--- config.mk ---
export PLATFORM = sky130hd
export DESIGN_NAME = block_fifo
export DESIGN_NICKNAME = d
export VERILOG_FILES = /design/src/hw/aes_stream_pkg.sv /design/src/hw/block_fifo.sv
export SDC_FILE = /design/constraint.sdc
export NUM_CORES = 2
export LEC_CHECK = 0
export BUFFER_PORTS_ARGS = -buffer_cell sky130_fd_sc_hd__buf_2
export CAP_MARGIN = 20
export CORE_AREA = 2 2 388 428
export CTS_CLUSTER_DIAMETER = 100
export DETAILED_ROUTE_END_ITERATION = 10
export DIE_AREA = 0 0 390 430
export PLACE_DENSITY = 0.67
export SLEW_MARGIN = 20
export SYNTH_ARGS = -nofsm -noshare
export SYNTH_HDL_FRONTEND = slang
export SYNTH_SLANG_ARGS = --single-unit
--- constraint.sdc ---
create_clock -name clk -period 12.2 [get_ports clk]
set_input_delay 0.61 -clock clk [delete_from_list [all_inputs] [get_ports clk]]
set_output_delay 0.61 -clock clk [all_outputs]
set_load 0.01 [all_outputs]
--- src/hw/aes_stream_pkg.sv ---
`default_nettype none

package aes_stream_pkg;

	localparam int unsigned word_w = 32;
	localparam int unsigned blk_w = 128;
	localparam int unsigned num_rounds = 10;
	localparam int unsigned fifo_addr_w = 4; // 16-entry queues

	typedef logic [blk_w-1:0] blk_t;
	typedef logic [blk_w-1:0] key_t;
	typedef logic [word_w-1:0] cmd_t;

	localparam cmd_t CMD_ECB_ENC = 32'h0000_0001;
	localparam cmd_t CMD_CBC_ENC = 32'h0000_0002;

	// ####################
	// forward s-box, entry 0 leftmost
	localparam logic [0:255][7:0] sbox = {
		128'h637c777bf26b6fc53001672bfed7ab76, 128'hca82c97dfa5947f0add4a2af9ca472c0,
		128'hb7fd9326363ff7cc34a5e5f171d83115, 128'h04c723c31896059a071280e2eb27b275,
		128'h09832c1a1b6e5aa0523bd6b329e32f84, 128'h53d100ed20fcb15b6acbbe394a4c58cf,
		128'hd0efaafb434d338545f9027f503c9fa8, 128'h51a3408f929d38f5bcb6da2110fff3d2,
		128'hcd0c13ec5f974417c4a77e3d645d1973, 128'h60814fdc222a908846eeb814de5e0bdb,
		128'he0323a0a4906245cc2d3ac629195e479, 128'he7c8376d8dd54ea96c56f4ea657aae08,
		128'hba78252e1ca6b4c6e8dd741f4bbd8b8a, 128'h703eb5664803f60e613557b986c11d9e,
		128'he1f8981169d98e949b1e87e9ce5528df, 128'h8ca1890dbfe6426841992d0fb054bb16
	};

	// ####################
	// round transforms, byte 0 in the top bits, state column major
	function automatic blk_t sub_bytes(input blk_t s);
		blk_t r;
		for (int i = 0; i < 16; i++)
			r[127-8*i -: 8] = sbox[s[127-8*i -: 8]];
		return r;
	endfunction

	function automatic blk_t shift_rows(input blk_t s);
		blk_t r;
		for (int c = 0; c < 4; c++)
			for (int row = 0; row < 4; row++)
				r[127-8*(row+4*c) -: 8] = s[127-8*(row+4*((c+row)%4)) -: 8];
		return r;
	endfunction

	function automatic logic [7:0] xtime(input logic [7:0] b);
		return {b[6:0], 1'b0} ^ (b[7] ? 8'h1b : 8'h00);
	endfunction

	function automatic blk_t mix_columns(input blk_t s);
		blk_t r;
		logic [7:0] a0, a1, a2, a3;
		for (int c = 0; c < 4; c++) begin
			a0 = s[127-32*c -: 8];
			a1 = s[119-32*c -: 8];
			a2 = s[111-32*c -: 8];
			a3 = s[103-32*c -: 8];
			r[127-32*c -: 8] = xtime(a0) ^ xtime(a1) ^ a1 ^ a2 ^ a3;
			r[119-32*c -: 8] = a0 ^ xtime(a1) ^ xtime(a2) ^ a2 ^ a3;
			r[111-32*c -: 8] = a0 ^ a1 ^ xtime(a2) ^ xtime(a3) ^ a3;
			r[103-32*c -: 8] = xtime(a0) ^ a0 ^ a1 ^ a2 ^ xtime(a3);
		end
		return r;
	endfunction

	function automatic logic [7:0] rcon_of(input logic [3:0] round);
		case (round)
			4'd1: return 8'h01;
			4'd2: return 8'h02;
			4'd3: return 8'h04;
			4'd4: return 8'h08;
			4'd5: return 8'h10;
			4'd6: return 8'h20;
			4'd7: return 8'h40;
			4'd8: return 8'h80;
			4'd9: return 8'h1b;
			4'd10: return 8'h36;
			default: return 8'h00;
		endcase
	endfunction

	function automatic key_t next_round_key(input key_t k, input logic [7:0] rc);
		logic [word_w-1:0] t, w0, w1, w2, w3;
		t = k[31:0];
		t = {sbox[t[23:16]], sbox[t[15:8]], sbox[t[7:0]], sbox[t[31:24]]} ^ {rc, 24'h0};
		w0 = k[127:96] ^ t;
		w1 = k[95:64] ^ w0;
		w2 = k[63:32] ^ w1;
		w3 = k[31:0] ^ w2;
		return {w0, w1, w2, w3};
	endfunction

	// host words arrive little endian per 32-bit word
	function automatic blk_t swap_bytes128(input blk_t d);
		blk_t r;
		for (int w = 0; w < blk_w / word_w; w++)
			for (int b = 0; b < word_w / 8; b++)
				r[w*word_w + b*8 +: 8] = d[w*word_w + (word_w/8 - 1 - b)*8 +: 8];
		return r;
	endfunction

endpackage

`default_nettype wire

--- src/hw/block_fifo.sv ---
`timescale 1ns/1ps
`default_nettype none

module block_fifo
	import aes_stream_pkg::*;
(
	input  logic clk,
	input  logic reset,
	input  logic wr,
	input  blk_t wr_data,
	input  logic rd,
	output blk_t rd_data,
	output logic empty,
	output logic full
);

	blk_t mem [2**fifo_addr_w];
	logic [fifo_addr_w-1:0] wr_ptr;
	logic [fifo_addr_w-1:0] rd_ptr;
	logic [fifo_addr_w:0] count;
	logic do_wr;
	logic do_rd;

	assign do_wr = wr && !full;
	assign do_rd = rd && !empty;
	assign empty = (count == '0);
	assign full = count[fifo_addr_w]; // count hit depth

	always_ff @(posedge clk) begin
		if (reset) begin
			wr_ptr <= '0;
			rd_ptr <= '0;
			count <= '0;
		end else begin
			if (do_wr)
				wr_ptr <= wr_ptr + 1'b1;
			if (do_rd)
				rd_ptr <= rd_ptr + 1'b1;
			if (do_wr && !do_rd)
				count <= count + 1'b1;
			else if (do_rd && !do_wr)
				count <= count - 1'b1;
		end
	end

	always_ff @(posedge clk) begin
		if (do_wr)
			mem[wr_ptr] <= wr_data;
		if (do_rd)
			rd_data <= mem[rd_ptr]; // registered read port
	end

endmodule

`default_nettype wire
==> implementation parameters <==
Parameter                              Value

Drt
  Total Routed Length    184000 um
  Detailed-route DRC error count    0
  Via count    37000
  Iter 0 DRT Violations    3983
  1st-pass router iterations    5
  Post-DRT Antenna Nets    0
  Routed length per instance    30.4 um
  Per-cell via count in the routed design    6.11

Finish
  Area growth from synthesis to layout    13.1%
  Fraction of layout cells with a size suffix above 1    29.6%
  NumNets Final    3875

Synth
  Mean post-synth cell area    24.1 um^2
  Proportion of synthesized chip area in sequential cells    80.9%
  Number of enable-type register cells in the synthesized netlist    2176
  Number of library cell types mapped by synthesis    38
  Summed instance area of the synthesized netlist    81100 um^2
  Post-synthesis cell count    3366
  Yosys warns    0
  Flip-flop cell with the highest count after synthesis    edfxtp_1
  Syn Nets    3509
  Number of synthesized register bits    2189
  Async set-reset flop share out of synthesis    0%

Critical path
  Kind of start point of the critical path    flip-flop
  Worst-path fanout max    103
  Critical Path Start    rd_ptr[0]
  Cell Chain, Critical Path    buf_4, buf_12, buf_4, mux4_2, a22oi_1, nand2_1
  CP endpoint kind    flip-flop
  Cell with the most instances on the worst path    buf_4
  Delay contributed by the slowest stage of the critical path    0.87 ns
  Required time reported for the critical path endpoint    12.76 ns
  Reg2reg setup slack    7.75 ns
  Arrival time worst endpoint    5.01 ns
  Reg-to-reg critical path startpoint    rd_ptr[0]
  CP Class    flip-flop to flip-flop
  Slowest-stage cell, CP    buf_4

Floorplan
  Starting Density    49.6%
  Die Area    168000 um^2
  Area of the core region    164000 um^2
  Width of the die    390 um
  IO Pins    262
  Die height    430 um
  Num rows    156

CTS
  Number of buffers inserted to repair setup after CTS    0
  Hold buffer count at cts    0
  CTS tree    built
  Longest Clk Path Bufs    3
  Source-to-sink clock delay at the later pin of the worst-skew pair    0.83 ns
  Post-CTS resize count    0
  Number of levels in the clock H-tree    4
  Clock Sink Count    2189
  Clock root buffer    clkbuf_16
  Clock slew seen by the registers of the worst setup and hold paths    0.07 ns
  Total clock buffers created by CTS    209

Pwr
  Total Power Consumption    18.5 mW
  Static leakage    28.5 nW
  Largest vdd supply drop    0.000225 V
  Power Dens Cells    202 nW/um^2

Timing
  Final period demand of the worst path    4.45 ns
  Worst slew slack as a fraction of its limit    25.2%
  Total of endpoints with negative setup slack in the final report    0
  Final cycle utilization of the critical path    36.5%
  RSZ-0062 raised after global routing    no
  Final Max Slew Viols    0
  Hold Vio Cnt, Final    0
  Final worst clock skew    0.0373 ns
  Worst-Margin Slew    1.12 ns
  Post-Route Setup TNS    0 ns
  Maximum clock rate    225 MHz

Job
  Max Cap Viol    0

Place
  Routability cong.    0.720
  Post-detailed-placement half-perimeter wirelength    89200 um
  Port buffer count    261

Global routing
  Initial antenna violation count    50
  Global-route wire length before repair    266000 um
  Vias in the first global route    38000
  Overall track demand over capacity in global routing    22.1%
  Pin count of the biggest net entering global routing    112
  Overflow left after global routing    0

Worst hold path
  Hold Startpoint    wr_data[105]
  Type of the most critical hold path    input pin to flip-flop

Status
  Run status    completed
registers in the layout (all words and copies together), names as in the netlist:
signal,count
count,5
mem,2048
rd_data,128
rd_ptr,4
wr_ptr,4
cells in the mapped netlist (2+ instances only):
| cell type | n | area share [%] |
|---|---|---|
| xor2_1 | 7 | 0.076 |
| edfxtp_1 | 2176 | 81 |
| inv_1 | 5 | 0.023 |
| ha_1 | 10 | 0.15 |
| nand2_1 | 108 | 0.50 |
| a21oi_1 | 5 | 0.031 |
| buf_6 | 29 | 0.40 |
| buf_2 | 43 | 0.27 |
| clkbuf_1 | 79 | 0.37 |
| a22oi_1 | 200 | 1.9 |
| xnor2_1 | 2 | 0.022 |
| o211ai_1 | 2 | 0.019 |
| nor2_1 | 58 | 0.27 |
| buf_4 | 18 | 0.17 |
| o22ai_1 | 56 | 0.43 |
| nand3b_1 | 2 | 0.019 |
| and2_1 | 2 | 0.015 |
| dfxtp_1 | 13 | 0.32 |
| buf_1 | 8 | 0.037 |
| nor2b_1 | 6 | 0.046 |
| nand2b_1 | 6 | 0.046 |
| nor3_1 | 4 | 0.025 |
| mux4_2 | 512 | 14 |
power by group:
group          leakage (nW)  internal (mW)  switching (mW)  total, mW
Sequential             19.8           8.80           0.192       9.00
Combinational          5.45           1.48            1.69       3.17
Clock                  3.27           3.64            2.72       6.36
metrics by stage:
step                      utilization [%]  hold WS [ns]  instance area [um^2]  cells  worst slack [ns]
after floorplan                         -         0.474                 81100   3366              1.61
after global placement               51.9         0.495                 84900   5654              7.63
after detailed placement             51.9         0.506                 84900   5654              7.59
after CTS                            56.0        0.0676                 91700   6035              7.57
after global routing                 56.1         0.116                 91700   6040              7.25
final                                56.1         0.138                 91700   6051              7.75
critical path: cells and delay by family, from the launching register on:
family | cells | cell delay (ns)
buffers and inverters | 3 | 2.32
flip-flops | 1 | 0.69
multiplexers | 1 | 0.60
AND/OR/NAND/NOR | 1 | 0.10
AO/OA/AOI/OAI | 1 | 0.24
layout by cell type, fill, tap and decap left out, types with 45 or more instances in the layout:
master and count:
edfxtp_1 2176, mux4_2 512, buf_2 261, clkbuf_16 211, a22oi_1 200, nand2_1 108
buf_4 60, o22ai_1 56, clkinv_1 53, nor2_1 46, clkbuf_1 45
worst paths after layout:
kind,endpoint,cells past startpoint
worst max register to register,rd_data[84],6
worst max-delay path,rd_data[84],6
worst min register to register,count[3],2
worst min-delay path,mem[14][105],1
routing by layer:
| metal | up-vias | GRT usage (%) | wire length, um |
|---|---|---|---|
| li1 | 15200 | - | - |
| met1 | 19900 | 30.9 | 73300 |
| met2 | 1458 | 35.6 | 90700 |
| met3 | 322 | 4.74 | 15700 |
| met4 | 52 | 5.75 | 3740 |
| met5 | - | 0 | 325 |
cell type report:
type                    count  area (um^2)
diodes                     16         40.0
clock buffers             256         5450
clock inverters           125         1310
fillers                 11900        71900
inverters                   6         30.0
multi-input cells         994        14600
flip-flops and latches   2189        65600
well taps                2133         2670
repair buffers            332         1980
logic make-up (layout without fill, tap and decap cells):
kind of cell               count (synthesis)  count (layout)  share of synthesized area (%)
xor gates and xnor gates                   9               9                         0.0972
buffers and inverters                    183             719                           1.26
AOI/OAI and AO/OA                        267             267                           2.37
adders and majority gates                 11              11                          0.179
muxes                                    514             514                           14.2
and+or+nand+nor                          193             193                          0.978
DFF                                     2189            2189                           80.9
other                                      0              16                              0
Power figures use the tool's default switching activity.
