### src/hw/aes_stream_pkg.sv
`default_nettype none

package aes_stream_pkg;

	localparam int unsigned word_w = 32;
	localparam int unsigned blk_w = 128;
	localparam int unsigned num_rounds = 10;
	localparam int unsigned fifo_addr_w = 4; // 16-entry queues

	typedef logic [blk_w-1:0] blk_t;
	typedef logic [blk_w-1:0] key_t;
	typedef logic [word_w-1:0] cmd_t;

	localparam cmd_t CMD_ECB_ENC = 32'h0000_0001;
	localparam cmd_t CMD_CBC_ENC = 32'h0000_0002;

	// ####################
	// forward s-box, entry 0 leftmost
	localparam logic [0:255][7:0] sbox = {
		128'h637c777bf26b6fc53001672bfed7ab76, 128'hca82c97dfa5947f0add4a2af9ca472c0,
		128'hb7fd9326363ff7cc34a5e5f171d83115, 128'h04c723c31896059a071280e2eb27b275,
		128'h09832c1a1b6e5aa0523bd6b329e32f84, 128'h53d100ed20fcb15b6acbbe394a4c58cf,
		128'hd0efaafb434d338545f9027f503c9fa8, 128'h51a3408f929d38f5bcb6da2110fff3d2,
		128'hcd0c13ec5f974417c4a77e3d645d1973, 128'h60814fdc222a908846eeb814de5e0bdb,
		128'he0323a0a4906245cc2d3ac629195e479, 128'he7c8376d8dd54ea96c56f4ea657aae08,
		128'hba78252e1ca6b4c6e8dd741f4bbd8b8a, 128'h703eb5664803f60e613557b986c11d9e,
		128'he1f8981169d98e949b1e87e9ce5528df, 128'h8ca1890dbfe6426841992d0fb054bb16
	};

	// ####################
	// round transforms, byte 0 in the top bits, state column major
	function automatic blk_t sub_bytes(input blk_t s);
		blk_t r;
		for (int i = 0; i < 16; i++)
			r[127-8*i -: 8] = sbox[s[127-8*i -: 8]];
		return r;
	endfunction

	function automatic blk_t shift_rows(input blk_t s);
		blk_t r;
		for (int c = 0; c < 4; c++)
			for (int row = 0; row < 4; row++)
				r[127-8*(row+4*c) -: 8] = s[127-8*(row+4*((c+row)%4)) -: 8];
		return r;
	endfunction

	function automatic logic [7:0] xtime(input logic [7:0] b);
		return {b[6:0], 1'b0} ^ (b[7] ? 8'h1b : 8'h00);
	endfunction

	function automatic blk_t mix_columns(input blk_t s);
		blk_t r;
		logic [7:0] a0, a1, a2, a3;
		for (int c = 0; c < 4; c++) begin
			a0 = s[127-32*c -: 8];
			a1 = s[119-32*c -: 8];
			a2 = s[111-32*c -: 8];
			a3 = s[103-32*c -: 8];
			r[127-32*c -: 8] = xtime(a0) ^ xtime(a1) ^ a1 ^ a2 ^ a3;
			r[119-32*c -: 8] = a0 ^ xtime(a1) ^ xtime(a2) ^ a2 ^ a3;
			r[111-32*c -: 8] = a0 ^ a1 ^ xtime(a2) ^ xtime(a3) ^ a3;
			r[103-32*c -: 8] = xtime(a0) ^ a0 ^ a1 ^ a2 ^ xtime(a3);
		end
		return r;
	endfunction

	function automatic logic [7:0] rcon_of(input logic [3:0] round);
		case (round)
			4'd1: return 8'h01;
			4'd2: return 8'h02;
			4'd3: return 8'h04;
			4'd4: return 8'h08;
			4'd5: return 8'h10;
			4'd6: return 8'h20;
			4'd7: return 8'h40;
			4'd8: return 8'h80;
			4'd9: return 8'h1b;
			4'd10: return 8'h36;
			default: return 8'h00;
		endcase
	endfunction

	function automatic key_t next_round_key(input key_t k, input logic [7:0] rc);
		logic [word_w-1:0] t, w0, w1, w2, w3;
		t = k[31:0];
		t = {sbox[t[23:16]], sbox[t[15:8]], sbox[t[7:0]], sbox[t[31:24]]} ^ {rc, 24'h0};
		w0 = k[127:96] ^ t;
		w1 = k[95:64] ^ w0;
		w2 = k[63:32] ^ w1;
		w3 = k[31:0] ^ w2;
		return {w0, w1, w2, w3};
	endfunction

	// host words arrive little endian per 32-bit word
	function automatic blk_t swap_bytes128(input blk_t d);
		blk_t r;
		for (int w = 0; w < blk_w / word_w; w++)
			for (int b = 0; b < word_w / 8; b++)
				r[w*word_w + b*8 +: 8] = d[w*word_w + (word_w/8 - 1 - b)*8 +: 8];
		return r;
	endfunction

endpackage

`default_nettype wire

### src/hw/aes_stream_ctrl.sv
`timescale 1ns/1ps
`default_nettype none

module aes_stream_ctrl
	import aes_stream_pkg::*;
(
	input  logic clk,
	input  logic reset,
	input  cmd_t cmd,
	input  logic source_done,

	// input queue
	input  blk_t in_fifo_data,
	input  logic in_fifo_empty,
	output logic in_fifo_rd,

	// output queue
	input  logic out_fifo_full,
	output blk_t out_fifo_data,
	output logic out_fifo_wr,

	// cipher core
	output logic core_start,
	output key_t core_key,
	output blk_t core_block,
	input  blk_t core_result,
	input  logic core_done,

	output logic processing_done
);

	typedef enum logic [2:0] {
		idle,
		get_key,
		get_iv,
		next_block,
		wait_core,
		store_block
	} state_t;

	state_t state;
	cmd_t cmd_q;
	key_t key_q;
	blk_t iv_q;
	blk_t plain;
	logic start_req;
	logic in_valid;
	logic is_cbc;
	logic in_can_rd;
	logic out_can_wr;

	assign is_cbc = (cmd_q == CMD_CBC_ENC); // anything else runs as ecb
	assign in_can_rd = !in_fifo_rd && !in_fifo_empty;
	assign out_can_wr = !out_fifo_wr && !out_fifo_full;

	// read data holds still while the core runs
	assign plain = swap_bytes128(in_fifo_data);
	assign core_block = is_cbc ? (plain ^ iv_q) : plain;
	assign core_key = key_q;

	// ####################
	// job FSM

	always_ff @(posedge clk) begin
		if (reset) begin
			state <= idle;
			cmd_q <= '0;
			in_fifo_rd <= 1'b0;
			in_valid <= 1'b0;
			out_fifo_wr <= 1'b0;
			start_req <= 1'b0;
			core_start <= 1'b0;
			processing_done <= 1'b0;
		end else begin
			in_fifo_rd <= 1'b0;
			in_valid <= in_fifo_rd; // read data lands
			out_fifo_wr <= 1'b0;
			start_req <= 1'b0;
			core_start <= start_req; // wait for fifo read data

			case (state)
				idle: begin
					if (in_can_rd) begin
						in_fifo_rd <= 1'b1; // key entry
						cmd_q <= cmd;
						processing_done <= 1'b0;
						state <= get_key;
					end
				end
				get_key: begin
					if (in_valid) begin
						key_q <= swap_bytes128(in_fifo_data);
						state <= is_cbc ? get_iv : next_block;
					end
				end
				get_iv: begin
					if (in_valid) begin
						iv_q <= swap_bytes128(in_fifo_data);
						state <= next_block;
					end else if (in_can_rd) begin
						in_fifo_rd <= 1'b1;
					end
				end
				next_block: begin
					if (in_can_rd) begin
						in_fifo_rd <= 1'b1;
						start_req <= 1'b1;
						state <= wait_core;
					end else if (source_done && in_fifo_empty) begin
						processing_done <= 1'b1;
						state <= idle;
					end
				end
				wait_core: begin
					if (core_done) begin
						out_fifo_data <= swap_bytes128(core_result);
						if (is_cbc)
							iv_q <= core_result; // chain ciphertext
						state <= store_block;
					end
				end
				store_block: begin
					// held here while the output queue is full
					if (out_can_wr) begin
						out_fifo_wr <= 1'b1;
						state <= next_block;
					end
				end
				default: state <= idle;
			endcase
		end
	end

endmodule

`default_nettype wire

### config.mk
export PLATFORM = sky130hd
export DESIGN_NAME = aes_stream_ctrl
export DESIGN_NICKNAME = d
export VERILOG_FILES = /design/src/hw/aes_stream_pkg.sv /design/src/hw/aes_stream_ctrl.sv
export SDC_FILE = /design/constraint.sdc
export NUM_CORES = 1
export LEC_CHECK = 0
export ABC_AREA = 1
export BUFFER_PORTS_ARGS = -buffer_cell sky130_fd_sc_hd__buf_2
export CAP_MARGIN = 15
export CORE_AREA = 3 3 261 263
export DETAILED_ROUTE_END_ITERATION = 10
export DIE_AREA = 0 0 264 266
export PLACE_DENSITY = 0.55
export SLEW_MARGIN = 20
export SYNTH_ARGS = -nofsm -noshare
export SYNTH_HDL_FRONTEND = slang
export SYNTH_SLANG_ARGS = --single-unit
### constraint.sdc
create_clock -name clk -period 39 [get_ports clk]
set_clock_uncertainty 0.05 [all_clocks]
set_input_delay 5.85 -clock clk [delete_from_list [all_inputs] [get_ports clk]]
set_output_delay 5.85 -clock clk [all_outputs]
set_load 0.03 [all_outputs]
==> impl_metrics.csv <==
group,metric,value,unit
run_status,status,"finished, final reports clean",
floorplanning,floorplan.initialDensity,0.256,
power,peakVddDrop,0.0292,mV
worst_setup_path,cp-end-kind,"output port",
worst_setup_path,rr_worst_depth,6,
worst_setup_path,crit_required,33.10,ns
clock_tree,hold_buffers,0,
synth,synth_top_family_by_area,"simple AND/OR/NAND/NOR gates",
clock_tree,postCtsSetupBuffers,0,
detailed_routing,wl_met1,21.3,mm
floorplanning,core-area,65900,µm²
final_layout,drive_above_1_share,0.380,
sta,finalWorstPathRequiredPeriod,12.47,ns
detailed_routing,drt_wl_total,56.3,mm
worst_setup_path,timing.rr.end,"iv_q[120]",
clock_tree,clkTransAtPathRegs,0.06,ns
synth,ys_ff_latch,425,
power,p_leak,9.11,nW
power,cellPowerDensity,49.7,nW/µm²
min_path,hold_start,"start_req",
final_layout,fin_area,22600,µm²
detailed_routing,num_vias,12653,
clock_tree,cts_tree,"done",
placement,io_buffers,681,
global_routing,grt_overflow,0,
clock_tree,clock_sinks,425,
worst_setup_path,worst_ep_arrival_time,6.57,ns
sta,hold_viol,0,
global_routing,grt_max_degree,129,
clock_tree,h-tree-depth,2,
run,maxCapViolCount,0,
floorplanning,die-area,70200,µm²
final_layout,syn_to_final_growth,33.6,%
synth,yosysSeqAreaShare,0.732,
final_layout,nFillCells,6709,
min_path,hold-path-endpoint,"core_start",
synth,synthAdderAreaFrac,0,
floorplanning,num_rows,94,
floorplanning,die_y,266,µm
synth,synth-compound-area-share,0.0222,
clock_tree,root_buffer,"clkbuf_16",
clock_tree,cts_resized,0,
final_layout,final_common_cell,"buf_2",
sta,relSlewSlack,0.361,
detailed_routing,drc,0,
global_routing,antenna_found_initial,5,
synth,ys_types,22,
detailed_routing,drtAntennaViolNets,0,
synth,yosys.area_share.simple,0.142,
sta,fmax,80.2,MHz
detailed_routing,route.met2.wl,28.5,mm
synth,yosysWarnings,0,
sta,setup_violations,0,
worst_setup_path,rrSetupSlack,34.56,ns
min_path,hold_depth,2,
sta,rsz0062_at_grt,"false",
detailed_routing,wl_per_cell,19.4,µm
synth,syn_area_per_cell,12.8,µm²
synth,syn_nets,1617,
sta,period_share,0.320,
detailed_routing,wl_met3,4.55,mm
detailed_routing,top_layer,"met5",
clock_tree,cts.path.max_buffers,3,
worst_setup_path,cp_max_fo,3,
synth,syn_inst,1323,
sta,finalSetupTns,0,ns
floorplanning,die_w,264,µm
min_path,hp-class,"reg -> reg",
placement,dp_hpwl,39.9,mm
global_routing,grt_first_pass_wirelength,81.5,mm
clock_tree,cts_buffers,47,
sta,worst_pin_slew,0.958,ns
global_routing,grt_util_all_layers,0.150,
worst_setup_path,timing.rr.start,"state[2]",
placement,gp_congestion,0.841,
worst_setup_path,crit_type,"in -> out",
synth,synthMuxAreaShare,0,
detailed_routing,drtIter0Drc,899,
floorplanning,ioPinCount,682,
worst_setup_path,startpoint_type,"input pin",
placement,dpl-instance-area,21100,µm²
detailed_routing,routed_via_density,4.36,
clock_tree,clk-insertion-delay-late,0.58,ns
synth,synthXorXnorAreaFrac,0.0664,
global_routing,first_global_vias,12782,
detailed_routing,dr.pass1.iters,5,
synth,netlist_area,16900,µm²
final_layout,final_cell_mix,"buf_2, nand2_1, edfxtp_1",
final_layout,finalNetCount,2292,
sta,slew_viol_final,0,
kinds of logic (layout without fill, tap and decap cells):
family          count (synthesis)  after routing
xor+xnor                      128            128
simple gates                  584            584
buf+inv                       112            825
other cells                     0              2
compound gates                 74             74
flops                         425            425
metal layers:
metal  GRT usage  vias to the layer above
met1       0.177                     6057
met3      0.0417                      106
met5           0                        -
li1            -                     5884
met2       0.265                      604
met4      0.0517                        2
registers in the layout (all words and copies together), names as in the netlist:
register         flops
in_valid             1
cmd_q               32
start_req            1
core_start           1
processing_done      1
state                3
iv_q               128
in_fifo_rd           1
out_fifo_wr          1
out_fifo_data      128
core_key           128
cell usage after synthesis, drive strengths merged:
master | number | share of area
nor2 | 21 | 0.0050
buf | 55 | 0.025
inv | 44 | 0.0098
xnor2 | 128 | 0.066
clkbuf | 13 | 0.0029
nand3 | 132 | 0.039
nand2 | 426 | 0.095
nor3 | 2 | 0.0016
edfxtp | 384 | 0.68
a21oi | 38 | 0.011
o21ai | 34 | 0.010
nand4 | 1 | 0.00037
dfxtp | 41 | 0.049
nor4 | 2 | 0.00074
o211ai | 2 | 0.00089
per-stage QoR:
stage / utilization / cells / total power [mW] / worst slack (ns) / hold slack (ns)
finish: 0.342 / 2902 / 1.12 / 26.53 / 0.363
global route: 0.342 / 2901 / 1.17 / 26.50 / 0.385
CTS: 0.342 / 2900 / 1.14 / 26.49 / 0.361
detailed placement: 0.320 / 2813 / 0.699 / 26.49 / 0.348
global placement: 0.320 / 2813 / 0.696 / 26.51 / 0.356
floorplan: - / 1323 / 0.651 / 19.80 / 0.338
critical path: stages:
cell and delay, ns:
buf_2 0.12, xnor2_1 0.32, buf_2 0.27
worst max path at each step:
stage | from | cells past startpoint | endpoint | slack, ns
3_5_place_dp | in_fifo_data[96] | 3 | core_block[120] | 26.49
6_report | in_fifo_data[96] | 3 | core_block[120] | 26.53
2_1_floorplan | reset | 2 | core_key[0] | 19.80
4_1_cts | in_fifo_data[96] | 3 | core_block[120] | 26.49
5_1_grt | in_fifo_data[96] | 3 | core_block[120] | 26.50
3_3_place_gp | in_fifo_data[96] | 3 | core_block[120] | 26.51
power breakdown:
group	leakage [nW]	internal, mW	switching (mW)
clock network	0.731	0.250	0.183
logic	4.59	0.0421	0.105
registers	3.80	0.531	0.00943
total	9.11	0.824	0.297
cell type report:
class / instances / area, µm² / area share
antenna: 2 / 5.00 / 0.000222
clock buffer: 62 / 1270 / 0.0565
clock inverter: 25 / 220 / 0.00977
inverter: 44 / 168 / 0.00743
multi-input combinational: 786 / 3930 / 0.174
sequential: 425 / 12400 / 0.548
tap: 864 / 1080 / 0.0479
timing repair buffer: 694 / 3520 / 0.156
(Power assumes the default switching activity.)
